**config.mk**
```make
export PLATFORM = sky130hd
export DESIGN_NAME = bus_decode_flat
export DESIGN_NICKNAME = d
export VERILOG_FILES = /design/src/hw/snowbro2_pkg.sv /design/src/hw/cpu_bus_if.sv /design/src/hw/bus_decode.sv /design/src/flat_wrapper.sv
export SDC_FILE = /design/constraint.sdc
export NUM_CORES = 1
export LEC_CHECK = 0
export BUFFER_PORTS_ARGS = -buffer_cell sky130_fd_sc_hd__buf_4
export CORE_AREA = 2 2 39 41
export CTS_CLUSTER_SIZE = 40
export DETAILED_ROUTE_END_ITERATION = 10
export DIE_AREA = 0 0 41 43
export GPL_ROUTABILITY_DRIVEN = 1
export MAX_ROUTING_LAYER = met4
export PLACE_DENSITY = 0.82
export SLEW_MARGIN = 20
export SYNTH_ARGS = -nofsm -noshare
export SYNTH_HDL_FRONTEND = slang
export SYNTH_SLANG_ARGS = --single-unit
```
**constraint.sdc**
```tcl
create_clock -name CLK96 -period 0.8 [get_ports CLK96]
set_input_delay 0.08 -clock CLK96 [delete_from_list [all_inputs] [get_ports CLK96]]
set_output_delay 0.08 -clock CLK96 [all_outputs]
set_load 0.03 [all_outputs]
```
**src/hw/snowbro2_pkg.sv**
```systemverilog
// bus types, region indices and memory map of the main board, imported by every bus block
`default_nettype none

package snowbro2_pkg;

    typedef logic [15:0] word_t;
    typedef logic [7:0]  byte_t;
    typedef logic [23:1] bus_addr_t;    // 68000 word address

    // one-hot region select, one bit per peer
    typedef logic [6:0] region_sel_t;

    localparam int REG_WRAM   = 0;
    localparam int REG_PALRAM = 1;
    localparam int REG_GP9001 = 2;
    localparam int REG_IO     = 3;
    localparam int REG_YM     = 4;
    localparam int REG_OKI    = 5;
    localparam int REG_NONE   = 6;     // unmapped, still acknowledged

    localparam logic [7:0]  WRAM_PAGE   = 8'h10;      // 0x10xxxx
    localparam logic [3:0]  GP9001_PAGE = 4'h3;       // 0x3xxxxx
    localparam logic [3:0]  PALRAM_PAGE = 4'h4;       // 0x4xxxxx
    localparam logic [11:0] IO_PAGE     = 12'h700;    // 0x700xxx
    localparam logic [15:0] YM_PAGE     = 16'h5000;
    localparam logic [15:0] OKI_PAGE    = 16'h6000;

    // byte offsets inside the i/o page
    localparam logic [11:0] IO_JMPR    = 12'h000;
    localparam logic [11:0] IO_DSWA    = 12'h004;
    localparam logic [11:0] IO_DSWB    = 12'h008;
    localparam logic [11:0] IO_IN1     = 12'h00C;
    localparam logic [11:0] IO_IN2     = 12'h010;
    localparam logic [11:0] IO_IN3     = 12'h014;
    localparam logic [11:0] IO_IN4     = 12'h018;
    localparam logic [11:0] IO_SYS     = 12'h01C;
    localparam logic [11:0] IO_VSTAT   = 12'h020;
    localparam logic [11:0] IO_OKIBANK = 12'h030;
    localparam logic [11:0] IO_COIN    = 12'h034;

    // gp9001 register offsets
    localparam logic [3:0] GP_RAM_PTR = 4'h0;
    localparam logic [3:0] GP_RAM_H   = 4'h4;
    localparam logic [3:0] GP_RAM_L   = 4'h6;
    localparam logic [3:0] GP_SEL_REG = 4'h8;
    localparam logic [3:0] GP_WR_REG  = 4'hC;

    localparam int WRAM_ADDR_W   = 15;
    localparam int PALRAM_ADDR_W = 11;
    localparam int LOCAL_WAIT    = 2;     // wait states for local devices

    typedef enum logic [1:0] {CYC_IDLE, CYC_WAIT, CYC_ACK, CYC_END} cycle_state_t;

endpackage

`default_nettype wire

```
**src/hw/cpu_bus_if.sv**
```systemverilog
// cpu bus bundle, driven by the top level and read by every bus device
`timescale 1ns/1ns
`default_nettype none

interface cpu_bus_if;
    import snowbro2_pkg::*;

    bus_addr_t addr;
    word_t     wdata;
    logic      rw;       // high on reads
    logic      uds_n;
    logic      lds_n;
    logic      as_n;

    modport host (output addr, wdata, rw, uds_n, lds_n, as_n);

    modport device (input addr, wdata, rw, uds_n, lds_n, as_n);

endinterface

`default_nettype wire

```
**src/hw/bus_decode.sv**
```systemverilog
// registered address decode, turns the cpu address into a one-hot region select
`timescale 1ns/1ns
`default_nettype none

module bus_decode (
    input  wire                       CLK96,
    input  wire                       RESET96,
    cpu_bus_if.device                 bus,
    output snowbro2_pkg::region_sel_t region
);
    import snowbro2_pkg::*;

    region_sel_t hit;

    // pages are disjoint, so at most one bit besides none
    always_comb begin
        hit = '0;
        hit[REG_WRAM]   = bus.addr[23:16] == WRAM_PAGE;
        hit[REG_GP9001] = bus.addr[23:20] == GP9001_PAGE;
        hit[REG_PALRAM] = bus.addr[23:20] == PALRAM_PAGE;
        hit[REG_IO]     = bus.addr[23:12] == IO_PAGE;
        hit[REG_YM]     = bus.addr[23:8] == YM_PAGE;
        hit[REG_OKI]    = bus.addr[23:8] == OKI_PAGE;
        hit[REG_NONE]   = hit == '0;    // nothing matched
    end

    always_ff @(posedge CLK96 or posedge RESET96) begin
        if (RESET96) begin
            region <= '0;
        end else if (!bus.as_n) begin
            region <= hit;
        end else begin
            region <= '0;    // bus idle between cycles
        end
    end

endmodule

`default_nettype wire

```
**src/flat_wrapper.sv**
```systemverilog
// flat-port wrapper written by rule: the top's interface ports become plain ports
module bus_decode_flat import snowbro2_pkg::*;
  (CLK96, RESET96, region, bus_addr, bus_wdata, bus_rw, bus_uds_n, bus_lds_n, bus_as_n);
  cpu_bus_if bus_i ();
  input  wire CLK96;
  input  wire RESET96;
  output snowbro2_pkg::region_sel_t region;
  input wire logic [$bits(bus_i.addr)-1:0] bus_addr;
  input wire logic [$bits(bus_i.wdata)-1:0] bus_wdata;
  input wire logic [$bits(bus_i.rw)-1:0] bus_rw;
  input wire logic [$bits(bus_i.uds_n)-1:0] bus_uds_n;
  input wire logic [$bits(bus_i.lds_n)-1:0] bus_lds_n;
  input wire logic [$bits(bus_i.as_n)-1:0] bus_as_n;
  assign bus_i.addr = bus_addr;
  assign bus_i.wdata = bus_wdata;
  assign bus_i.rw = bus_rw;
  assign bus_i.uds_n = bus_uds_n;
  assign bus_i.lds_n = bus_lds_n;
  assign bus_i.as_n = bus_as_n;
  bus_decode u_core (.CLK96(CLK96), .RESET96(RESET96), .bus(bus_i), .region(region));
endmodule
```
==> impl_metrics.csv <==
group,metric,value,unit
synth,ys_seq_area_share,50.5,%
pwr,finalPower,0.858,mW
final_layout,fin_area,706,µm²
final_layout,nets,117,
routing,avgViaCountPerCell,4.63,
grt,grt_usage,11.9,%
synth,synth-seq-cells,7,
run_status,violations,"setup timing",
routing,wl,860,µm
synth,synthTopCellsByArea,"dfrtp_1, nor4_1, or4_4",
die,die-area,1760,µm²
final_layout,largest_reg_flops,7,
die,core_area,1380,µm²
critical_path,worstPathArrival,1.02,ns
timing,tightestPinTransition,0.376,ns
grt,grt_pass1_wl,1380,µm
critical_path,path_max_fanout,3,
final_layout,final_util,51.0,%
die,start_util,25.0,%
worst_hold_path,worstHoldPathType,"in2reg",
final_layout,n_antenna_cell,0,
worst_hold_path,holdPathStages,2,
synth,synth_nets,81,
clock_tree,postCtsSetupBuffers,0,
grt,overflow,0,
timing,max_slew_margin,74.7,%
worst_hold_path,min_from,"bus_as_n",
clock_tree,clockBufferDepth,2,
clock_tree,htreeDepth,1,
die,io_pins,52,
grt,grt_max_degree,8,
timing,min_period,0.908,ns
clock_tree,cts_sinks,7,
critical_path,worstSetupPathType,"in2reg",
placed_design,dp_hpwl,701,µm
clock_tree,numCtsBuffers,3,
timing,hold_viol_final,0,
pwr,powerDensity,1220,nW/µm²
final_layout,area_growth,104,%
final_layout,layout-drive-gt1-share,60.6,%
timing,worst_slack,-0.108,ns
clock_tree,path_clk_slew,0.05,ns
die,rows,14,
critical_path,crit_path_start_kind,"input port",
placed_design,io_buffers,25,
timing,setup_viol,11,
run_status,outcome,"complete, but fails checks",
final_layout,fill_cells,124,
timing,period_share,113,%
run,maxCapViolations,0,
grt,grt_antenna_before_repair,0,
routing,postRouteAntennaNets,0,
synth,yosysWarnings,0,
placed_design,placed_area,606,µm²
clock_tree,cts_root_buffer,"clkbuf_4",
synth,syn_inst,36,
grt,grt_pass1_vias,371,
timing,fin_setup_tns,-0.490,ns
critical_path,worstSetupEndpointType,"register",
worst_hold_path,holdPathEnd,"u_core.region[6]$_DFF_PP0_",
routing,firstDrtPassIters,3,
pwr,vdd_drop_max,0.378,mV
timing,max_clock_freq,1100,MHz
routing,drt_iter0_drc,2,
critical_path,crit_required,0.92,ns
synth,synth_cell_types,17,
clock_tree,cts_tree,"yes",
timing,rsz0062_at_grt,"yes",
final_layout,largest_register,"u_core.region",
die,die_height,43,µm
routing,vias,403,
synth,synthesis.area,347,µm²
pwr,p_leak,0.324,nW
synth,synth_top_cell_area_share,50.5,%
die,die_w,41,µm
synth,synth_area_leader_cell,"dfrtp_1",
final_layout,reg.largest.list,"u_core.region: 7 flops",
synth,avgSynthCellArea,9.63,µm²
timing,drv_slew,0,
routing,drc,0,
placed_design,gp_congestion,0.845,
routing,routedWlPerCell,9.89,µm
[critical path: stages]
cell	delay, ns
buf_6	0.09
or4_4	0.53
nor2_4	0.13
o2bb2ai_2	0.12
a211oi_2	0.08
[per-stage QoR]
stage,worst slack [ns],cells,hold WS (ns)
floorplan,-0.227,36,-0.117
global placement,-0.363,82,0.0110
detailed placement,-0.400,82,0.0189
CTS,-0.119,87,0.0311
global route,-0.129,87,0.0474
finish,-0.108,87,0.0464
[synthesized netlist by cell type (all sizes together)]
cell type	number
or4	2
a211oi	1
nor4	4
dfrtp	7
nand2b	1
nor2	6
buf	1
nor3	2
nand2	5
maj3	1
nand3b	1
nand3	1
o2bb2ai	1
a21oi	1
inv	2
[routing by layer]
layer | global-route usage [%] | wire length (µm) | vias up
li1 | - | - | 198
met1 | 11.7 | 280 | 184
met2 | 20.0 | 498 | 19
met3 | 0 | 62 | 2
met4 | 10.0 | 17 | 0
met5 | - | 0 | -
[cells in the final DEF, fill, tap and decap left out, drive strengths merged]
| master | n |
|---|---|
| nor3 | 2 |
| dfrtp | 7 |
| buf | 31 |
| o2bb2ai | 1 |
| nand3 | 1 |
| dlygate4sd3 | 1 |
| nand3b | 1 |
| maj3 | 1 |
| nor4 | 4 |
| nand2b | 1 |
| nor2 | 6 |
| or4 | 2 |
| inv | 2 |
| a21oi | 1 |
| clkbuf | 4 |
| a211oi | 1 |
| nand2 | 5 |
[cells by family (layout without fill, tap and decap cells)]
group | after synthesis | after routing | share of synthesized area (%)
simple gates | 22 | 22 | 36.8
flops | 7 | 7 | 50.5
compound gates | 3 | 3 | 6.14
buf+inv | 3 | 38 | 3.61
fa+ha+maj | 1 | 1 | 2.89
[power by group]
group          internal, mW  switching, mW  total (mW)
clock network         0.190          0.120       0.309
logic                 0.110         0.0764       0.187
registers             0.360        0.00235       0.363
total                 0.660          0.198       0.858
[area by class of cell]
| type | instances | area [µm²] | share of cell area, % |
|---|---|---|---|
| flip-flops and latches | 7 | 175 | 24.8 |
| repair buffers | 32 | 284 | 40.2 |
| multi-input cells | 26 | 193 | 27.3 |
| inverters | 2 | 7.51 | 1.06 |
| well taps | 16 | 20.0 | 2.84 |
| clock buffers | 4 | 26.3 | 3.72 |
[repair_timing]
action,in CTS,in global routing
endpoints found under the hold margin,7,0
pin swaps,6,1
endpoints found under the setup margin,12,11
resized for setup,12,3
hold buffers,1,0
[worst max path at each step]
stage | slack (ns) | to | from | cells after the start
finish | -0.11 | u_core.region[6]$_DFF_PP0_ | bus_addr[13] | 5
global route | -0.13 | u_core.region[6]$_DFF_PP0_ | bus_addr[13] | 5
CTS | -0.12 | u_core.region[6]$_DFF_PP0_ | bus_addr[13] | 5
detailed placement | -0.40 | u_core.region[6]$_DFF_PP0_ | bus_addr[12] | 5
global placement | -0.36 | u_core.region[6]$_DFF_PP0_ | bus_addr[12] | 5
floorplan | -0.23 | u_core.region[6]$_DFF_PP0_ | bus_addr[12] | 4
Power figures use the tool's default switching activity.
