[config.mk]
export PLATFORM = sky130hd
export DESIGN_NAME = bus_cycle_flat
export DESIGN_NICKNAME = d
export VERILOG_FILES = /design/src/hw/snowbro2_pkg.sv /design/src/hw/cpu_bus_if.sv /design/src/hw/bus_cycle.sv /design/src/flat_wrapper.sv
export SDC_FILE = /design/constraint.sdc
export NUM_CORES = 1
export LEC_CHECK = 0
export ABC_AREA = 1
export BUFFER_PORTS_ARGS = -buffer_cell sky130_fd_sc_hd__buf_2
export CAP_MARGIN = 20
export CORE_MARGIN = 2
export CORE_UTILIZATION = 40
export DETAILED_ROUTE_END_ITERATION = 10
export PLACE_DENSITY = 0.87
export SKIP_LAST_GASP = 1
export SYNTH_ARGS = -nofsm -noshare
export SYNTH_HDL_FRONTEND = slang
export SYNTH_SLANG_ARGS = --single-unit
[constraint.sdc]
create_clock -name CLK96 -period 2.4 [get_ports CLK96]
set_input_delay 0.6 -clock CLK96 [delete_from_list [all_inputs] [get_ports CLK96]]
set_output_delay 0.6 -clock CLK96 [all_outputs]
set_load 0.1 [all_outputs]
[src/hw/snowbro2_pkg.sv]
// bus types, region indices and memory map of the main board, imported by every bus block
`default_nettype none

package snowbro2_pkg;

    typedef logic [15:0] word_t;
    typedef logic [7:0]  byte_t;
    typedef logic [23:1] bus_addr_t;    // 68000 word address

    // one-hot region select, one bit per peer
    typedef logic [6:0] region_sel_t;

    localparam int REG_WRAM   = 0;
    localparam int REG_PALRAM = 1;
    localparam int REG_GP9001 = 2;
    localparam int REG_IO     = 3;
    localparam int REG_YM     = 4;
    localparam int REG_OKI    = 5;
    localparam int REG_NONE   = 6;     // unmapped, still acknowledged

    localparam logic [7:0]  WRAM_PAGE   = 8'h10;      // 0x10xxxx
    localparam logic [3:0]  GP9001_PAGE = 4'h3;       // 0x3xxxxx
    localparam logic [3:0]  PALRAM_PAGE = 4'h4;       // 0x4xxxxx
    localparam logic [11:0] IO_PAGE     = 12'h700;    // 0x700xxx
    localparam logic [15:0] YM_PAGE     = 16'h5000;
    localparam logic [15:0] OKI_PAGE    = 16'h6000;

    // byte offsets inside the i/o page
    localparam logic [11:0] IO_JMPR    = 12'h000;
    localparam logic [11:0] IO_DSWA    = 12'h004;
    localparam logic [11:0] IO_DSWB    = 12'h008;
    localparam logic [11:0] IO_IN1     = 12'h00C;
    localparam logic [11:0] IO_IN2     = 12'h010;
    localparam logic [11:0] IO_IN3     = 12'h014;
    localparam logic [11:0] IO_IN4     = 12'h018;
    localparam logic [11:0] IO_SYS     = 12'h01C;
    localparam logic [11:0] IO_VSTAT   = 12'h020;
    localparam logic [11:0] IO_OKIBANK = 12'h030;
    localparam logic [11:0] IO_COIN    = 12'h034;

    // gp9001 register offsets
    localparam logic [3:0] GP_RAM_PTR = 4'h0;
    localparam logic [3:0] GP_RAM_H   = 4'h4;
    localparam logic [3:0] GP_RAM_L   = 4'h6;
    localparam logic [3:0] GP_SEL_REG = 4'h8;
    localparam logic [3:0] GP_WR_REG  = 4'hC;

    localparam int WRAM_ADDR_W   = 15;
    localparam int PALRAM_ADDR_W = 11;
    localparam int LOCAL_WAIT    = 2;     // wait states for local devices

    typedef enum logic [1:0] {CYC_IDLE, CYC_WAIT, CYC_ACK, CYC_END} cycle_state_t;

endpackage

`default_nettype wire

[src/hw/cpu_bus_if.sv]
// cpu bus bundle, driven by the top level and read by every bus device
`timescale 1ns/1ns
`default_nettype none

interface cpu_bus_if;
    import snowbro2_pkg::*;

    bus_addr_t addr;
    word_t     wdata;
    logic      rw;       // high on reads
    logic      uds_n;
    logic      lds_n;
    logic      as_n;

    modport host (output addr, wdata, rw, uds_n, lds_n, as_n);

    modport device (input addr, wdata, rw, uds_n, lds_n, as_n);

endinterface

`default_nettype wire

[src/hw/bus_cycle.sv]
// bus cycle controller, counts wait states or waits for the gp9001, drives dtack and read data
`timescale 1ns/1ns
`default_nettype none

module bus_cycle #(
    parameter int WAIT_STATES = 2
) (
    input  wire                            CLK96,
    input  wire                            RESET96,
    cpu_bus_if.device                      bus,
    input  wire snowbro2_pkg::region_sel_t region,
    input  wire                            gp9001_ack,
    input  wire snowbro2_pkg::word_t       wram_q,
    input  wire snowbro2_pkg::word_t       palram_q,
    input  wire snowbro2_pkg::word_t       gp9001_dout,
    input  wire snowbro2_pkg::word_t       io_rdata,
    output snowbro2_pkg::word_t            cpu_din,
    output logic                           dtack_n
);
    import snowbro2_pkg::*;

    localparam int CNT_W = $clog2(WAIT_STATES + 1);

    cycle_state_t     state;
    logic [CNT_W-1:0] wait_cnt;
    logic             done;
    word_t            rd_word;

    // gp9001 has variable latency, the rest a fixed count
    assign done = region[REG_GP9001] ? gp9001_ack : (wait_cnt == '0);

    always_comb begin
        rd_word = '0;    // writes and unmapped reads
        if (bus.rw) begin
            if (region[REG_WRAM]) begin
                rd_word = wram_q;
            end else if (region[REG_PALRAM]) begin
                rd_word = palram_q;
            end else if (region[REG_GP9001]) begin
                rd_word = gp9001_dout;
            end else if (region[REG_IO] || region[REG_YM] || region[REG_OKI]) begin
                rd_word = io_rdata;
            end
        end
    end

    always_ff @(posedge CLK96 or posedge RESET96) begin
        if (RESET96) begin
            state    <= CYC_IDLE;
            wait_cnt <= '0;
            dtack_n  <= 1'b1;
            cpu_din  <= '0;
        end else begin
            case (state)
                CYC_IDLE: begin
                    wait_cnt <= CNT_W'(WAIT_STATES - 1);
                    if (|region) begin
                        state <= CYC_WAIT;
                    end
                end
                CYC_WAIT: begin
                    if (done) begin
                        state   <= CYC_ACK;
                        dtack_n <= 1'b0;
                        cpu_din <= rd_word;    // held until the next cycle
                    end else begin
                        wait_cnt <= wait_cnt - 1'b1;
                    end
                end
                CYC_ACK, CYC_END: begin
                    if (bus.as_n) begin    // cpu has taken the data
                        state   <= CYC_IDLE;
                        dtack_n <= 1'b1;
                    end else begin
                        state <= CYC_END;
                    end
                end
            endcase
        end
    end

endmodule

`default_nettype wire

[src/flat_wrapper.sv]
// flat-port wrapper written by rule: the top's interface ports become plain ports
module bus_cycle_flat import snowbro2_pkg::*;
#(
    parameter int WAIT_STATES = 2
)
  (CLK96, RESET96, region, gp9001_ack, wram_q, palram_q, gp9001_dout, io_rdata, cpu_din, dtack_n, bus_addr, bus_wdata, bus_rw, bus_uds_n, bus_lds_n, bus_as_n);
  cpu_bus_if bus_i ();
  input  wire CLK96;
  input  wire RESET96;
  input  wire snowbro2_pkg::region_sel_t region;
  input  wire gp9001_ack;
  input  wire snowbro2_pkg::word_t wram_q;
  input  wire snowbro2_pkg::word_t palram_q;
  input  wire snowbro2_pkg::word_t gp9001_dout;
  input  wire snowbro2_pkg::word_t io_rdata;
  output snowbro2_pkg::word_t cpu_din;
  output logic dtack_n;
  input wire logic [$bits(bus_i.addr)-1:0] bus_addr;
  input wire logic [$bits(bus_i.wdata)-1:0] bus_wdata;
  input wire logic [$bits(bus_i.rw)-1:0] bus_rw;
  input wire logic [$bits(bus_i.uds_n)-1:0] bus_uds_n;
  input wire logic [$bits(bus_i.lds_n)-1:0] bus_lds_n;
  input wire logic [$bits(bus_i.as_n)-1:0] bus_as_n;
  assign bus_i.addr = bus_addr;
  assign bus_i.wdata = bus_wdata;
  assign bus_i.rw = bus_rw;
  assign bus_i.uds_n = bus_uds_n;
  assign bus_i.lds_n = bus_lds_n;
  assign bus_i.as_n = bus_as_n;
  bus_cycle #(.WAIT_STATES(WAIT_STATES)) u_core (.CLK96(CLK96), .RESET96(RESET96), .bus(bus_i), .region(region), .gp9001_ack(gp9001_ack), .wram_q(wram_q), .palram_q(palram_q), .gp9001_dout(gp9001_dout), .io_rdata(io_rdata), .cpu_din(cpu_din), .dtack_n(dtack_n));
endmodule
==> flow_summary.toml <==
[synthesis]
postSynthCellCount = 249
yosys_warnings = 0
yosysTopAreaCell = "dfrtp_1"
ys_top_cells_by_area = "dfrtp_1 (34%), nand2_1 (24%), nor2_1 (17%), o21ai_0 (6.1%), a21oi_1 (5.4%)"
netlist_area_um2 = 1490
synth_top_area_share = 0.337
synth.avg_cell_area_um2 = 5.96
syn-num-nets = 367
synth-seq-cells = 21
synth_cell_type_count = 17
seq_area_frac_synth = 0.355

[setup_path]
cp-endpoint = "dtack_n"
crit_path_cell_trace = "buf_2"
cpMaxStageDelayCell = "dfstp_2"
start_kind = "register"
reg2reg_to = "u_core.cpu_din[12]$_DFFE_PP0P_"
worstPathRequired_ns = 1.80
critical_path.top_delay_family = "flip-flops"
cp.depth = 1
endpoint_kind = "output port"
r2r-start = "u_core.wait_cnt[0]$_DFFE_PP0P_"
max_stage_delay_ns = 0.53
worst-path-max-fanout = 2
r2r_slack_ns = 0.93
crit_buf_inv = 1
r2r_cells = 7
cp-startpoint = "u_core.dtack_n$_DFFE_PP1P_"
critical_path_arrival_ns = 1.20
critPathKind = "reg -> out"

[global_routing]
antenna_found_initial = 0
grt_max_degree = 22
overflow = 0
grt_pass1_vias = 1727
grt_pass1_wl_um = 7510
track_usage = 0.228

[sta]
min_period_ns = 1.80
clock_skew_ns = 0.00192
fin_crit_sh = 0.751
max_freq_mhz = 555
relSlewSlack = 0.462
tightest_slew_ns = 0.806
rsz0062_at_grt = "false"
setup_tns_ns = 0
hold_violations = 0
setup_viol = 0
maxSlewViolCount = 0

[floorplanning]
die_h_um = 64.9
initial_core_util = 0.412
rows = 22
boundaryPins = 134
die_w_um = 64.9
core_area_um2 = 3610
die_area_um2 = 4220

[cts]
insertion_delay_ns = 0.26
clock_path_buffers = 2
cts_resized = 0
clkTransAtPathRegs_ns = 0.07
root_buffer = "clkbuf_8"
post-cts-setup-buffers = 0
htreeDepth = 1
holdBufCountCts = 0
cts_buffers = 3
cts_tree = "built"
numClockSinks = 21

[routing]
wl_per_cell_um = 11.6
vias = 1803
via_per_inst = 4.68
drc = 0
first_iter_violations = 100
antenna_left = 0
first_pass_iters = 4
routed_wl_um = 4480

[final_layout]
drive_gt1_frac = 0.309
synthToLayoutAreaGrowth_pct = 35.6
diodes = 0
layout_commonest_cell = "nand2_1"
finalNonFillerCells = 385
layout_common_cells = "nand2_1 (96), buf_2 (92), nor2_1 (68), dfrtp_1 (20), o21ai_0 (18)"
layout.nets = 456

[placed_design]
gp_congestion = 0.794
portBuffers = 92
dp_cells = 381
dp_hpwl_um = 3360

[power]
p_int_uw = 924
seqPwrFrac = 0.253
cellPowerDensity_nw_per_um2 = 1220
vdd_drop_max_mv = 0.772
p_comb_frac = 0.654
clkPwrFrac = 0.093
p_sw_frac = 0.623
switching_power_mw = 1.53
p_leak_nw = 1.21

[run_status]
status = "finished clean"

[flow_run]
maxCapViolations = 0

[hold_path]
hp-class = "reg -> reg"
==> worst min path at each step <==
stage	from	endpoint	slack [ns]	cells after the start
finish	u_core.cpu_din[10]$_DFFE_PP0P_	u_core.cpu_din[10]$_DFFE_PP0P_	0.48	2
global route	u_core.cpu_din[15]$_DFFE_PP0P_	u_core.cpu_din[15]$_DFFE_PP0P_	0.50	2
CTS	u_core.cpu_din[9]$_DFFE_PP0P_	u_core.cpu_din[9]$_DFFE_PP0P_	0.48	2
detailed placement	u_core.cpu_din[9]$_DFFE_PP0P_	u_core.cpu_din[9]$_DFFE_PP0P_	0.46	2
global placement	u_core.cpu_din[15]$_DFFE_PP0P_	u_core.cpu_din[15]$_DFFE_PP0P_	0.46	2
floorplan	u_core.wait_cnt[1]$_DFFE_PP0P_	u_core.wait_cnt[1]$_DFFE_PP0P_	0.45	2
==> per-layer routing <==
layer | GRT usage | wire [um] | vias up
li1 | - | - | 943
met1 | 0.283 | 1940 | 780
met2 | 0.403 | 2130 | 74
met3 | 0.0434 | 353 | 6
met4 | 0.0559 | 57 | 0
met5 | 0 | 0 | -
==> power by group through the flow <==
stage | Combinational (mW) | Sequential (mW) | Clock (mW)
after floorplan | 0.372 | 1.56 | 0
after global placement | 1.58 | 0.619 | 0
after detailed placement | 1.61 | 0.614 | 0
after CTS | 1.61 | 0.616 | 0.237
after global routing | 1.71 | 0.640 | 0.251
final | 1.60 | 0.620 | 0.228
==> registers in the layout (all words and copies together), names as in the netlist <==
| signal | flops |
|---|---|
| u_core.dtack_n | 1 |
| u_core.wait_cnt | 2 |
| u_core.state | 2 |
| u_core.cpu_din | 16 |
==> cells by family after synthesis <==
group | count (synthesis) | synth area share
fa+ha+maj | 1 | 0.00842
compound gates | 35 | 0.120
flops | 21 | 0.355
buf+inv | 24 | 0.0758
simple gates | 168 | 0.441
==> cells in the mapped netlist (all sizes together) <==
cell type / instances
nor3: 1
nand3: 2
buf: 7
ha: 1
dfstp: 1
dfrtp: 20
clkbuf: 5
nor2: 68
a21oi: 16
nand2: 97
o21ai: 19
inv: 12
==> through the flow <==
stage / worst slack [ns] / utilization / total power, mW / cell area (um2) / hold WS, ns
5_1_grt: 0.577 / 0.558 / 2.60 / 2010 / 0.500
3_3_place_gp: 0.608 / 0.546 / 2.20 / 1970 / 0.457
2_1_floorplan: 0.902 / - / 1.94 / 1490 / 0.453
4_1_cts: 0.589 / 0.558 / 2.47 / 2010 / 0.481
3_5_place_dp: 0.618 / 0.546 / 2.23 / 1970 / 0.461
6_report: 0.599 / 0.558 / 2.45 / 2010 / 0.477
==> layout make-up <==
| cell class | count | area (um2) |
|---|---|---|
| well taps | 48 | 60.1 |
| repair buffers | 96 | 490 |
| multi-input cells | 204 | 846 |
| clock buffers | 4 | 45.0 |
| flip-flops and latches | 21 | 527 |
| inverters | 12 | 45.0 |
| fillers | 382 | 1590 |
(Power assumes the default switching activity.)
