`config.mk`:
```
export PLATFORM = sky130hd
export DESIGN_NAME = gp9001_cmd_flat
export DESIGN_NICKNAME = d
export VERILOG_FILES = /design/src/hw/snowbro2_pkg.sv /design/src/hw/cpu_bus_if.sv /design/src/hw/gp9001_cmd.sv /design/src/flat_wrapper.sv
export SDC_FILE = /design/constraint.sdc
export NUM_CORES = 1
export LEC_CHECK = 0
export ABC_AREA = 1
export BUFFER_PORTS_ARGS = -buffer_cell sky130_fd_sc_hd__buf_4
export CAP_MARGIN = 20
export CORE_MARGIN = 2
export CORE_UTILIZATION = 23
export DETAILED_ROUTE_END_ITERATION = 16
export GPL_TIMING_DRIVEN = 0
export PLACE_DENSITY = 0.76
export SLEW_MARGIN = 30
export SYNTH_ARGS = -nofsm -noshare
export SYNTH_HDL_FRONTEND = slang
export SYNTH_SLANG_ARGS = --single-unit
```
`constraint.sdc`:
```
create_clock -name CLK96 -period 0.8 [get_ports CLK96]
set_input_delay 0.08 -clock CLK96 [delete_from_list [all_inputs] [get_ports CLK96]]
set_output_delay 0.08 -clock CLK96 [all_outputs]
set_load 0.005 [all_outputs]
```
`src/hw/snowbro2_pkg.sv`:
```
// bus types, region indices and memory map of the main board, imported by every bus block
`default_nettype none

package snowbro2_pkg;

    typedef logic [15:0] word_t;
    typedef logic [7:0]  byte_t;
    typedef logic [23:1] bus_addr_t;    // 68000 word address

    // one-hot region select, one bit per peer
    typedef logic [6:0] region_sel_t;

    localparam int REG_WRAM   = 0;
    localparam int REG_PALRAM = 1;
    localparam int REG_GP9001 = 2;
    localparam int REG_IO     = 3;
    localparam int REG_YM     = 4;
    localparam int REG_OKI    = 5;
    localparam int REG_NONE   = 6;     // unmapped, still acknowledged

    localparam logic [7:0]  WRAM_PAGE   = 8'h10;      // 0x10xxxx
    localparam logic [3:0]  GP9001_PAGE = 4'h3;       // 0x3xxxxx
    localparam logic [3:0]  PALRAM_PAGE = 4'h4;       // 0x4xxxxx
    localparam logic [11:0] IO_PAGE     = 12'h700;    // 0x700xxx
    localparam logic [15:0] YM_PAGE     = 16'h5000;
    localparam logic [15:0] OKI_PAGE    = 16'h6000;

    // byte offsets inside the i/o page
    localparam logic [11:0] IO_JMPR    = 12'h000;
    localparam logic [11:0] IO_DSWA    = 12'h004;
    localparam logic [11:0] IO_DSWB    = 12'h008;
    localparam logic [11:0] IO_IN1     = 12'h00C;
    localparam logic [11:0] IO_IN2     = 12'h010;
    localparam logic [11:0] IO_IN3     = 12'h014;
    localparam logic [11:0] IO_IN4     = 12'h018;
    localparam logic [11:0] IO_SYS     = 12'h01C;
    localparam logic [11:0] IO_VSTAT   = 12'h020;
    localparam logic [11:0] IO_OKIBANK = 12'h030;
    localparam logic [11:0] IO_COIN    = 12'h034;

    // gp9001 register offsets
    localparam logic [3:0] GP_RAM_PTR = 4'h0;
    localparam logic [3:0] GP_RAM_H   = 4'h4;
    localparam logic [3:0] GP_RAM_L   = 4'h6;
    localparam logic [3:0] GP_SEL_REG = 4'h8;
    localparam logic [3:0] GP_WR_REG  = 4'hC;

    localparam int WRAM_ADDR_W   = 15;
    localparam int PALRAM_ADDR_W = 11;
    localparam int LOCAL_WAIT    = 2;     // wait states for local devices

    typedef enum logic [1:0] {CYC_IDLE, CYC_WAIT, CYC_ACK, CYC_END} cycle_state_t;

endpackage

`default_nettype wire

```
`src/hw/cpu_bus_if.sv`:
```
// cpu bus bundle, driven by the top level and read by every bus device
`timescale 1ns/1ns
`default_nettype none

interface cpu_bus_if;
    import snowbro2_pkg::*;

    bus_addr_t addr;
    word_t     wdata;
    logic      rw;       // high on reads
    logic      uds_n;
    logic      lds_n;
    logic      as_n;

    modport host (output addr, wdata, rw, uds_n, lds_n, as_n);

    modport device (input addr, wdata, rw, uds_n, lds_n, as_n);

endinterface

`default_nettype wire

```
`src/hw/gp9001_cmd.sv`:
```
// gp9001 command strobes, one per access, held until the controller acknowledges
`timescale 1ns/1ns
`default_nettype none

module gp9001_cmd (
    input  wire                            CLK96,
    input  wire                            RESET96,
    cpu_bus_if.device                      bus,
    input  wire snowbro2_pkg::region_sel_t region,
    input  wire                            gp9001_ack,
    output logic                           gp_set_ram_ptr,
    output logic                           gp_write_ram,
    output logic                           gp_read_ram_h,
    output logic                           gp_read_ram_l,
    output logic                           gp_select_reg,
    output logic                           gp_write_reg
);
    import snowbro2_pkg::*;

    logic       gp_seen;    // region seen on the previous edge
    logic       first;
    logic [3:0] offset;

    assign first  = region[REG_GP9001] && !gp_seen;
    assign offset = {bus.addr[3:1], 1'b0};

    always_ff @(posedge CLK96 or posedge RESET96) begin
        if (RESET96) begin
            gp_seen        <= 1'b0;
            gp_set_ram_ptr <= 1'b0;
            gp_write_ram   <= 1'b0;
            gp_read_ram_h  <= 1'b0;
            gp_read_ram_l  <= 1'b0;
            gp_select_reg  <= 1'b0;
            gp_write_reg   <= 1'b0;
        end else begin
            gp_seen <= region[REG_GP9001];
            if (first && bus.rw) begin
                case (offset)
                    GP_RAM_H: gp_read_ram_h <= 1'b1;
                    GP_RAM_L: gp_read_ram_l <= 1'b1;
                    default: ;
                endcase
            end else if (first) begin
                case (offset)
                    GP_WR_REG:          gp_write_reg   <= 1'b1;
                    GP_SEL_REG:         gp_select_reg  <= 1'b1;
                    GP_RAM_H, GP_RAM_L: gp_write_ram   <= 1'b1;    // either half
                    GP_RAM_PTR:         gp_set_ram_ptr <= 1'b1;
                    default: ;
                endcase
            end else if (gp9001_ack) begin
                gp_set_ram_ptr <= 1'b0;
                gp_write_ram   <= 1'b0;
                gp_read_ram_h  <= 1'b0;
                gp_read_ram_l  <= 1'b0;
                gp_select_reg  <= 1'b0;
                gp_write_reg   <= 1'b0;
            end
        end
    end

endmodule

`default_nettype wire

```
`src/flat_wrapper.sv`:
```
// flat-port wrapper written by rule: the top's interface ports become plain ports
module gp9001_cmd_flat import snowbro2_pkg::*;
  (CLK96, RESET96, region, gp9001_ack, gp_set_ram_ptr, gp_write_ram, gp_read_ram_h, gp_read_ram_l, gp_select_reg, gp_write_reg, bus_addr, bus_wdata, bus_rw, bus_uds_n, bus_lds_n, bus_as_n);
  cpu_bus_if bus_i ();
  input  wire CLK96;
  input  wire RESET96;
  input  wire snowbro2_pkg::region_sel_t region;
  input  wire gp9001_ack;
  output logic gp_set_ram_ptr;
  output logic gp_write_ram;
  output logic gp_read_ram_h;
  output logic gp_read_ram_l;
  output logic gp_select_reg;
  output logic gp_write_reg;
  input wire logic [$bits(bus_i.addr)-1:0] bus_addr;
  input wire logic [$bits(bus_i.wdata)-1:0] bus_wdata;
  input wire logic [$bits(bus_i.rw)-1:0] bus_rw;
  input wire logic [$bits(bus_i.uds_n)-1:0] bus_uds_n;
  input wire logic [$bits(bus_i.lds_n)-1:0] bus_lds_n;
  input wire logic [$bits(bus_i.as_n)-1:0] bus_as_n;
  assign bus_i.addr = bus_addr;
  assign bus_i.wdata = bus_wdata;
  assign bus_i.rw = bus_rw;
  assign bus_i.uds_n = bus_uds_n;
  assign bus_i.lds_n = bus_lds_n;
  assign bus_i.as_n = bus_as_n;
  gp9001_cmd u_core (.CLK96(CLK96), .RESET96(RESET96), .bus(bus_i), .region(region), .gp9001_ack(gp9001_ack), .gp_set_ram_ptr(gp_set_ram_ptr), .gp_write_ram(gp_write_ram), .gp_read_ram_h(gp_read_ram_h), .gp_read_ram_l(gp_read_ram_l), .gp_select_reg(gp_select_reg), .gp_write_reg(gp_write_reg));
endmodule
```
==> run_summary.xml, run 1 <==
<?xml version="1.0" encoding="UTF-8"?>
<metrics>
  <group name="cells_and_area">
    <metric name="number_of_nets_in_the_layout" unit="">117</metric>
    <metric name="n_fill_cell" unit="">148</metric>
    <metric name="post_route_cells_drive_above_1_share" unit="%">47.62</metric>
    <metric name="mostFrequentLayoutCell" unit="">buf_4</metric>
    <metric name="final_core_util" unit="%">40.96</metric>
    <metric name="top_library_cells_by_usage_in_the_layout_fill_and_taps_aside" unit="">buf_4, inv_1, dfrtp_1</metric>
    <metric name="antenna_cells" unit="">0</metric>
    <metric name="flow.area_growth_from_synthesis" unit="%">61.31</metric>
  </group>
  <group name="die">
    <metric name="coreArea" unit="um^2">1350</metric>
    <metric name="die_h" unit="um">42.61</metric>
    <metric name="start_util" unit="%">25.39</metric>
    <metric name="top_level_ports" unit="">59</metric>
    <metric name="die_footprint" unit="um^2">1815</metric>
    <metric name="die_width" unit="um">42.61</metric>
    <metric name="std_cell_rows" unit="">13</metric>
  </group>
  <group name="logic_synthesis">
    <metric name="largest_family_of_logic_cells_by_synthesized_area" unit="">simple AND/OR/NAND/NOR gates</metric>
    <metric name="synthXorXnorAreaFrac" unit="%">0</metric>
    <metric name="postSynthAreaPerCell" unit="um^2">8.163</metric>
    <metric name="post_synthesis_compound_gate_area_fraction" unit="%">7.664</metric>
    <metric name="yosys.area_share.simple" unit="%">30.29</metric>
    <metric name="synth_fp_nets" unit="">95</metric>
    <metric name="seq_area_frac_synth" unit="%">51.09</metric>
    <metric name="ys_warn_count" unit="">0</metric>
    <metric name="syn-instance-count" unit="">42</metric>
    <metric name="synthAdderAreaFrac" unit="%">0</metric>
    <metric name="multiplexer_area_fraction_after_synthesis" unit="%">0</metric>
    <metric name="syn-cell-area" unit="um^2">342.8</metric>
    <metric name="synth_seq_cells" unit="">7</metric>
    <metric name="count_of_unique_library_cells_instantiated_by_yosys" unit="">11</metric>
  </group>
  <group name="global_routing">
    <metric name="grt_overflow" unit="">0</metric>
    <metric name="groute.usage.overall" unit="%">10.35</metric>
    <metric name="antenna_found_initial" unit="">0</metric>
    <metric name="first_global_vias" unit="">333</metric>
    <metric name="wire_length_of_the_first_global_routing_pass" unit="mm">1.359</metric>
    <metric name="maximum_number_of_pins_on_one_net_before_global_route_repair" unit="">8</metric>
  </group>
  <group name="drt">
    <metric name="drc_errors" unit="">0</metric>
    <metric name="drtIter0Drc" unit="">9</metric>
    <metric name="vias" unit="">342</metric>
    <metric name="final_antenna_net_count" unit="">0</metric>
    <metric name="totalWireLength" unit="um">785</metric>
    <metric name="avgRoutedWirePerCell" unit="um">10.06</metric>
    <metric name="route.detailed.vias_per_inst" unit="">4.385</metric>
    <metric name="number_of_detailed_routing_iterations_run_before_antenna_repair" unit="">3</metric>
  </group>
  <group name="sta">
    <metric name="min_period" unit="ps">889.5</metric>
    <metric name="rsz0062_at_grt" unit="">yes</metric>
    <metric name="max_freq" unit="GHz">1.124</metric>
    <metric name="finalHoldViolations" unit="">0</metric>
    <metric name="tightestPinTransition" unit="ps">268.4</metric>
    <metric name="maxSlewHeadroom" unit="%">82.09</metric>
    <metric name="setup-tns-final" unit="ps">-498.3</metric>
    <metric name="report.final.setup_viol" unit="">11</metric>
    <metric name="timing.final.ws_setup" unit="ps">-89.51</metric>
    <metric name="slew_viol_final" unit="">0</metric>
    <metric name="fin_worst_skew" unit="ps">2.065</metric>
    <metric name="final_min_period_over_clock_period" unit="%">111.2</metric>
  </group>
  <group name="clocking">
    <metric name="cts_buffer_depth" unit="">2</metric>
    <metric name="clk-insertion-delay-late" unit="ps">240</metric>
    <metric name="cts_made_buffers" unit="">3</metric>
    <metric name="cts_tree" unit="">done</metric>
    <metric name="tritoncts_num_sinks" unit="">7</metric>
    <metric name="clk_pin_slew" unit="ps">50</metric>
    <metric name="h-tree-depth" unit="">1</metric>
    <metric name="cts.root.buffer_cell" unit="">clkbuf_4</metric>
  </group>
  <group name="run_status">
    <metric name="violations" unit="">setup timing</metric>
    <metric name="outcome" unit="">complete, but fails checks</metric>
  </group>
  <group name="critical_path">
    <metric name="path_buf_inv" unit="">1</metric>
    <metric name="timing.critical_path.from_type" unit="">flip-flop</metric>
    <metric name="crit_path_top_delay_cell" unit="">dfrtp_1</metric>
    <metric name="timing.critical_path.arrival" unit="ps">1070</metric>
    <metric name="timing.critical_path.cells" unit="">inv_2 -&gt; nand2_4 -&gt; nor2_4 -&gt; nand2_1 -&gt; a21oi_2</metric>
    <metric name="critPathMaxStageDelay" unit="ps">370</metric>
    <metric name="required" unit="ps">980</metric>
    <metric name="crit_type" unit="">reg2reg</metric>
    <metric name="maximum_net_fanout_on_the_critical_path" unit="">3</metric>
    <metric name="critical_path.top_delay_family" unit="">flip-flops</metric>
    <metric name="worstSetupEndpointType" unit="">flip-flop</metric>
  </group>
  <group name="pwr">
    <metric name="pwr-share-clk" unit="%">38.6</metric>
    <metric name="ir_worst_vdd" unit="V">0.0003770</metric>
    <metric name="total_switching_power" unit="W">0.0001943</metric>
    <metric name="p_seq_share" unit="%">45.8</metric>
    <metric name="cellLeakagePower" unit="nW">0.2896</metric>
    <metric name="internal-power" unit="W">0.0006192</metric>
    <metric name="pwr_density_cell" unit="nW/um^2">1471</metric>
    <metric name="power_frac_comb" unit="%">15.7</metric>
    <metric name="switching_share" unit="%">23.88</metric>
  </group>
  <group name="hold_path">
    <metric name="holdCritPathClass" unit="">in2reg</metric>
  </group>
  <group name="placed_design">
    <metric name="buffer_ports.inserted" unit="">13</metric>
    <metric name="gpl_congestion" unit="">0.7877</metric>
    <metric name="hpwlAfterDp" unit="um">642.1</metric>
    <metric name="dp_slack" unit="ps">-75.39</metric>
  </group>
  <group name="run">
    <metric name="max_cap_violations" unit="">0</metric>
  </group>
</metrics>
Yosys cell counts:
| cell | n | area share, % |
|---|---|---|
| nand2_1 | 8 | 8.8 |
| dfrtp_1 | 7 | 51 |
| inv_1 | 7 | 7.7 |
| nor2_1 | 6 | 6.6 |
| a21oi_2 | 3 | 7.7 |
| inv_2 | 3 | 3.3 |
| nand3_1 | 3 | 4.4 |
| nand2_2 | 2 | 3.6 |
| nand4_1 | 1 | 1.8 |
| nor2_2 | 1 | 1.8 |
| nor2_4 | 1 | 3.3 |
timing repair:
| item | 4_1_cts | 5_1_grt |
|---|---|---|
| resized for setup | 7 | 1 |
| endpoints found under the hold margin | 8 | 0 |
| endpoints found under the setup margin | 11 | 12 |
| hold buffers | 2 | 0 |
| buffers inserted | 1 | 1 |
area by class of cell:
type                       instances  area (um^2)  share of cell area (%)
tap                               15        18.77                   3.394
clock buffer                       4        26.28                   4.751
timing repair buffer              17        155.1                   28.05
sequential                         7        175.2                   31.67
inverter                          10        37.54                   6.787
multi-input combinational         25        140.1                   25.34
worst paths after layout:
check	start	end	slack, ps	cells after the start
setup / recovery	u_core.gp_seen	u_core.gp_set_ram_ptr	-90	5
hold / removal	bus_addr[0]	u_core.gp_read_ram_l	70	3
setup reg to reg	u_core.gp_seen	u_core.gp_set_ram_ptr	-90	5
hold reg to reg	u_core.gp_read_ram_l	u_core.gp_read_ram_l	510	2
max in group asynchronous	RESET96	u_core.gp_select_reg	270	3
min in group asynchronous	RESET96	u_core.gp_write_ram	320	3
power by group through the flow:
stage	sequential [W]	clock (W)	combinational (W)
floorplan	0.000377	0	0.0000512
global placement	0.000376	0	0.000106
detailed placement	0.000377	0	0.000110
CTS	0.000373	0.000313	0.000126
global route	0.000373	0.000345	0.000141
finish	0.000372	0.000314	0.000128
kinds of logic after synthesis:
family,count (synthesis)
AOI/OAI and AO/OA,3
buffers and inverters,10
DFF,7
and+or+nand+nor,22
layer usage:
metal	global-route usage, %	up-vias	wire [um]
met1	12.27	157	329
met4	7.500	0	27
li1	-	166	-
met3	1.293	5	39
met5	0	-	0
met2	16.92	14	388
worst register-to-register path, cell delays in order, from the launching register on:
cell and delay, ps:
dfrtp_1 370, inv_2 70, nand2_4 70, nor2_4 120, nand2_1 80, a21oi_2 110
metrics by stage:
| step | total power, W | instances | hold WS, ps | cell area, um^2 |
|---|---|---|---|---|
| 6_report | 0.0008135 | 78 | 73.19 | 553.0 |
| 5_1_grt | 0.0008598 | 78 | 90.59 | 553.0 |
| 4_1_cts | 0.0008114 | 77 | 76.41 | 543.0 |
| 3_5_place_dp | 0.0004873 | 70 | 32.82 | 464.2 |
| 3_3_place_gp | 0.0004821 | 70 | 27.13 | 464.2 |
| 2_1_floorplan | 0.0004284 | 42 | -116.6 | 347.8 |
(Power assumes the default switching activity.)
==> inputs of run 2 (changes only) <==
--- a/config.mk
+++ b/config.mk
@@ -13,6 +13,7 @@
 export DETAILED_ROUTE_END_ITERATION = 16
 export GPL_TIMING_DRIVEN = 0
 export PLACE_DENSITY = 0.76
+export RECOVER_POWER = 50
 export SLEW_MARGIN = 30
 export SYNTH_ARGS = -nofsm -noshare
 export SYNTH_HDL_FRONTEND = slang
==> run 2 against run 1 <==
The flow still finishes with violations (setup timing); global-route usage unchanged; clock skew unchanged; fmax unchanged; critical path type unchanged; critical endpoint unchanged.
==> run_summary.xml, run 2 (synthesis gave the netlist of run 1 again) <==
<?xml version="1.0" encoding="UTF-8"?>
<metrics>
  <group name="run_status">
    <metric name="outcome" unit="">complete, but fails checks</metric>
    <metric name="violations" unit="">setup timing</metric>
  </group>
  <group name="sta">
    <metric name="rsz0062_at_grt" unit="">yes</metric>
    <metric name="setup-tns-final" unit="ps">-498.3</metric>
    <metric name="finalHoldViolations" unit="">0</metric>
    <metric name="hold-worst-slack" unit="ps">73.19</metric>
    <metric name="slew_viol_final" unit="">0</metric>
    <metric name="min_period" unit="ps">889.5</metric>
    <metric name="maxSlewHeadroom" unit="%">82.09</metric>
    <metric name="timing.final.ws_setup" unit="ps">-89.51</metric>
    <metric name="report.final.setup_viol" unit="">11</metric>
    <metric name="max_freq" unit="GHz">1.124</metric>
    <metric name="tightestPinTransition" unit="ps">268.4</metric>
    <metric name="final_min_period_over_clock_period" unit="%">111.2</metric>
    <metric name="fin_worst_skew" unit="ps">2.065</metric>
  </group>
  <group name="drt">
    <metric name="m1WireLength" unit="um">329</metric>
    <metric name="met2RoutedLength" unit="um">388</metric>
    <metric name="route.detailed.vias_per_inst" unit="">4.385</metric>
    <metric name="vias" unit="">342</metric>
    <metric name="drtIter0Drc" unit="">9</metric>
    <metric name="avgRoutedWirePerCell" unit="um">10.06</metric>
    <metric name="dr.max_layer_used" unit="">met4</metric>
    <metric name="number_of_detailed_routing_iterations_run_before_antenna_repair" unit="">3</metric>
    <metric name="drc_errors" unit="">0</metric>
    <metric name="met3_length" unit="um">39</metric>
    <metric name="totalWireLength" unit="um">785</metric>
    <metric name="final_antenna_net_count" unit="">0</metric>
  </group>
  <group name="cells_and_area">
    <metric name="n_fill_cell" unit="">148</metric>
    <metric name="antenna_cells" unit="">0</metric>
    <metric name="top_library_cells_by_usage_in_the_layout_fill_and_taps_aside" unit="">buf_4, inv_1, dfrtp_1</metric>
    <metric name="mostFrequentLayoutCell" unit="">buf_4</metric>
    <metric name="final_core_util" unit="%">40.96</metric>
    <metric name="post_layout_nonfiller_instances" unit="">78</metric>
    <metric name="post_route_cells_drive_above_1_share" unit="%">47.62</metric>
    <metric name="flow.area_growth_from_synthesis" unit="%">61.31</metric>
    <metric name="number_of_nets_in_the_layout" unit="">117</metric>
  </group>
  <group name="critical_path">
    <metric name="worstSetupEndpointType" unit="">flip-flop</metric>
    <metric name="maximum_net_fanout_on_the_critical_path" unit="">3</metric>
    <metric name="crit_type" unit="">reg2reg</metric>
    <metric name="timing.critical_path.from_type" unit="">flip-flop</metric>
    <metric name="required" unit="ps">980</metric>
    <metric name="critical_path.top_delay_family" unit="">flip-flops</metric>
    <metric name="crit_path_top_delay_cell" unit="">dfrtp_1</metric>
    <metric name="path_buf_inv" unit="">1</metric>
    <metric name="timing.critical_path.arrival" unit="ps">1070</metric>
    <metric name="critPathMaxStageDelay" unit="ps">370</metric>
    <metric name="timing.critical_path.cells" unit="">inv_2 -&gt; nand2_4 -&gt; nor2_4 -&gt; nand2_1 -&gt; a21oi_2</metric>
  </group>
  <group name="placed_design">
    <metric name="buffer_ports.inserted" unit="">13</metric>
    <metric name="hpwlAfterDp" unit="um">642.1</metric>
    <metric name="place.detailed.instances" unit="">70</metric>
    <metric name="dp_slack" unit="ps">-75.39</metric>
    <metric name="gpl_congestion" unit="">0.7877</metric>
  </group>
  <group name="pwr">
    <metric name="pwr_density_cell" unit="nW/um^2">1470</metric>
    <metric name="pwr-share-clk" unit="%">38.6</metric>
    <metric name="internal-power" unit="W">0.0006189</metric>
    <metric name="ir_worst_vdd" unit="V">0.0003767</metric>
    <metric name="p_seq_share" unit="%">45.8</metric>
    <metric name="cellLeakagePower" unit="nW">0.2894</metric>
    <metric name="power_frac_comb" unit="%">15.7</metric>
    <metric name="switching_share" unit="%">23.88</metric>
    <metric name="total_switching_power" unit="W">0.0001942</metric>
  </group>
  <group name="clocking">
    <metric name="cts.root.buffer_cell" unit="">clkbuf_4</metric>
    <metric name="clk-insertion-delay-late" unit="ps">240</metric>
    <metric name="cts_tree" unit="">done</metric>
    <metric name="tritoncts_num_sinks" unit="">7</metric>
    <metric name="h-tree-depth" unit="">1</metric>
    <metric name="cts_made_buffers" unit="">3</metric>
    <metric name="cts_buffer_depth" unit="">2</metric>
    <metric name="clk_pin_slew" unit="ps">50</metric>
  </group>
  <group name="global_routing">
    <metric name="wire_length_of_the_first_global_routing_pass" unit="mm">1.359</metric>
    <metric name="grt_overflow" unit="">0</metric>
    <metric name="first_global_vias" unit="">333</metric>
    <metric name="maximum_number_of_pins_on_one_net_before_global_route_repair" unit="">8</metric>
    <metric name="antenna_found_initial" unit="">0</metric>
    <metric name="groute.usage.overall" unit="%">10.35</metric>
  </group>
  <group name="die">
    <metric name="die_footprint" unit="um^2">1815</metric>
    <metric name="std_cell_rows" unit="">13</metric>
    <metric name="top_level_ports" unit="">59</metric>
    <metric name="start_util" unit="%">25.39</metric>
    <metric name="coreArea" unit="um^2">1350</metric>
    <metric name="die_h" unit="um">42.61</metric>
    <metric name="die_width" unit="um">42.61</metric>
  </group>
  <group name="hold_path">
    <metric name="holdCritPathClass" unit="">in2reg</metric>
  </group>
  <group name="run">
    <metric name="max_cap_violations" unit="">0</metric>
  </group>
</metrics>
-- run 2: metal layers --
metal  track usage, %  vias up
met3            1.293        5
met4            7.500        0
met1            12.27      157
li1                 -      166
met5                0        -
met2            16.92       14
-- run 2: stage by stage --
stage / power, W / area, um^2
finish: 0.0008131 / 553.0
global route: 0.0008595 / 553.0
CTS: 0.0008114 / 543.0
detailed placement: 0.0004873 / 464.2
global placement: 0.0004821 / 464.2
floorplan: 0.0004284 / 347.8
-- run 2: tightest hold or removal path, delay by kind of cell --
family | cells | cell delay, ps
simple gates | 2 | 110
buf+inv | 1 | 90
-- run 2: layout make-up --
class / count / area [um^2] / area share, %
clock buffer: 4 / 26.28 / 4.751
sequential: 7 / 175.2 / 31.67
multi-input combinational: 25 / 140.1 / 25.34
tap: 15 / 18.77 / 3.394
timing repair buffer: 17 / 155.1 / 28.05
inverter: 10 / 37.54 / 6.787
-- run 2: power by group through the flow --
stage / Combinational, W / Sequential, W / Clock, W
after floorplan: 0.0000512 / 0.000377 / 0
after global placement: 0.000106 / 0.000376 / 0
after detailed placement: 0.000110 / 0.000377 / 0
after CTS: 0.000126 / 0.000373 / 0.000313
after global routing: 0.000141 / 0.000373 / 0.000345
final: 0.000127 / 0.000372 / 0.000314
-- run 2: worst paths after layout --
path	cells after the start	slack [ps]	startpoint	end
max	5	-90	u_core.gp_seen	u_core.gp_set_ram_ptr
min	3	70	bus_addr[0]	u_core.gp_read_ram_l
max reg2reg	5	-90	u_core.gp_seen	u_core.gp_set_ram_ptr
min reg2reg	2	510	u_core.gp_read_ram_l	u_core.gp_read_ram_l
max in group asynchronous	3	270	RESET96	u_core.gp_select_reg
min in group asynchronous	3	320	RESET96	u_core.gp_write_ram
-- run 2: timing repair --
action / in CTS / in global routing
setup endpoints to repair: 11 / 12
cloned: 0 / 0
hold buffers: 2 / 0
pin swaps: 0 / 0
buffers inserted: 1 / 1
hold endpoints to repair: 8 / 0
gates resized for setup: 7 / 1
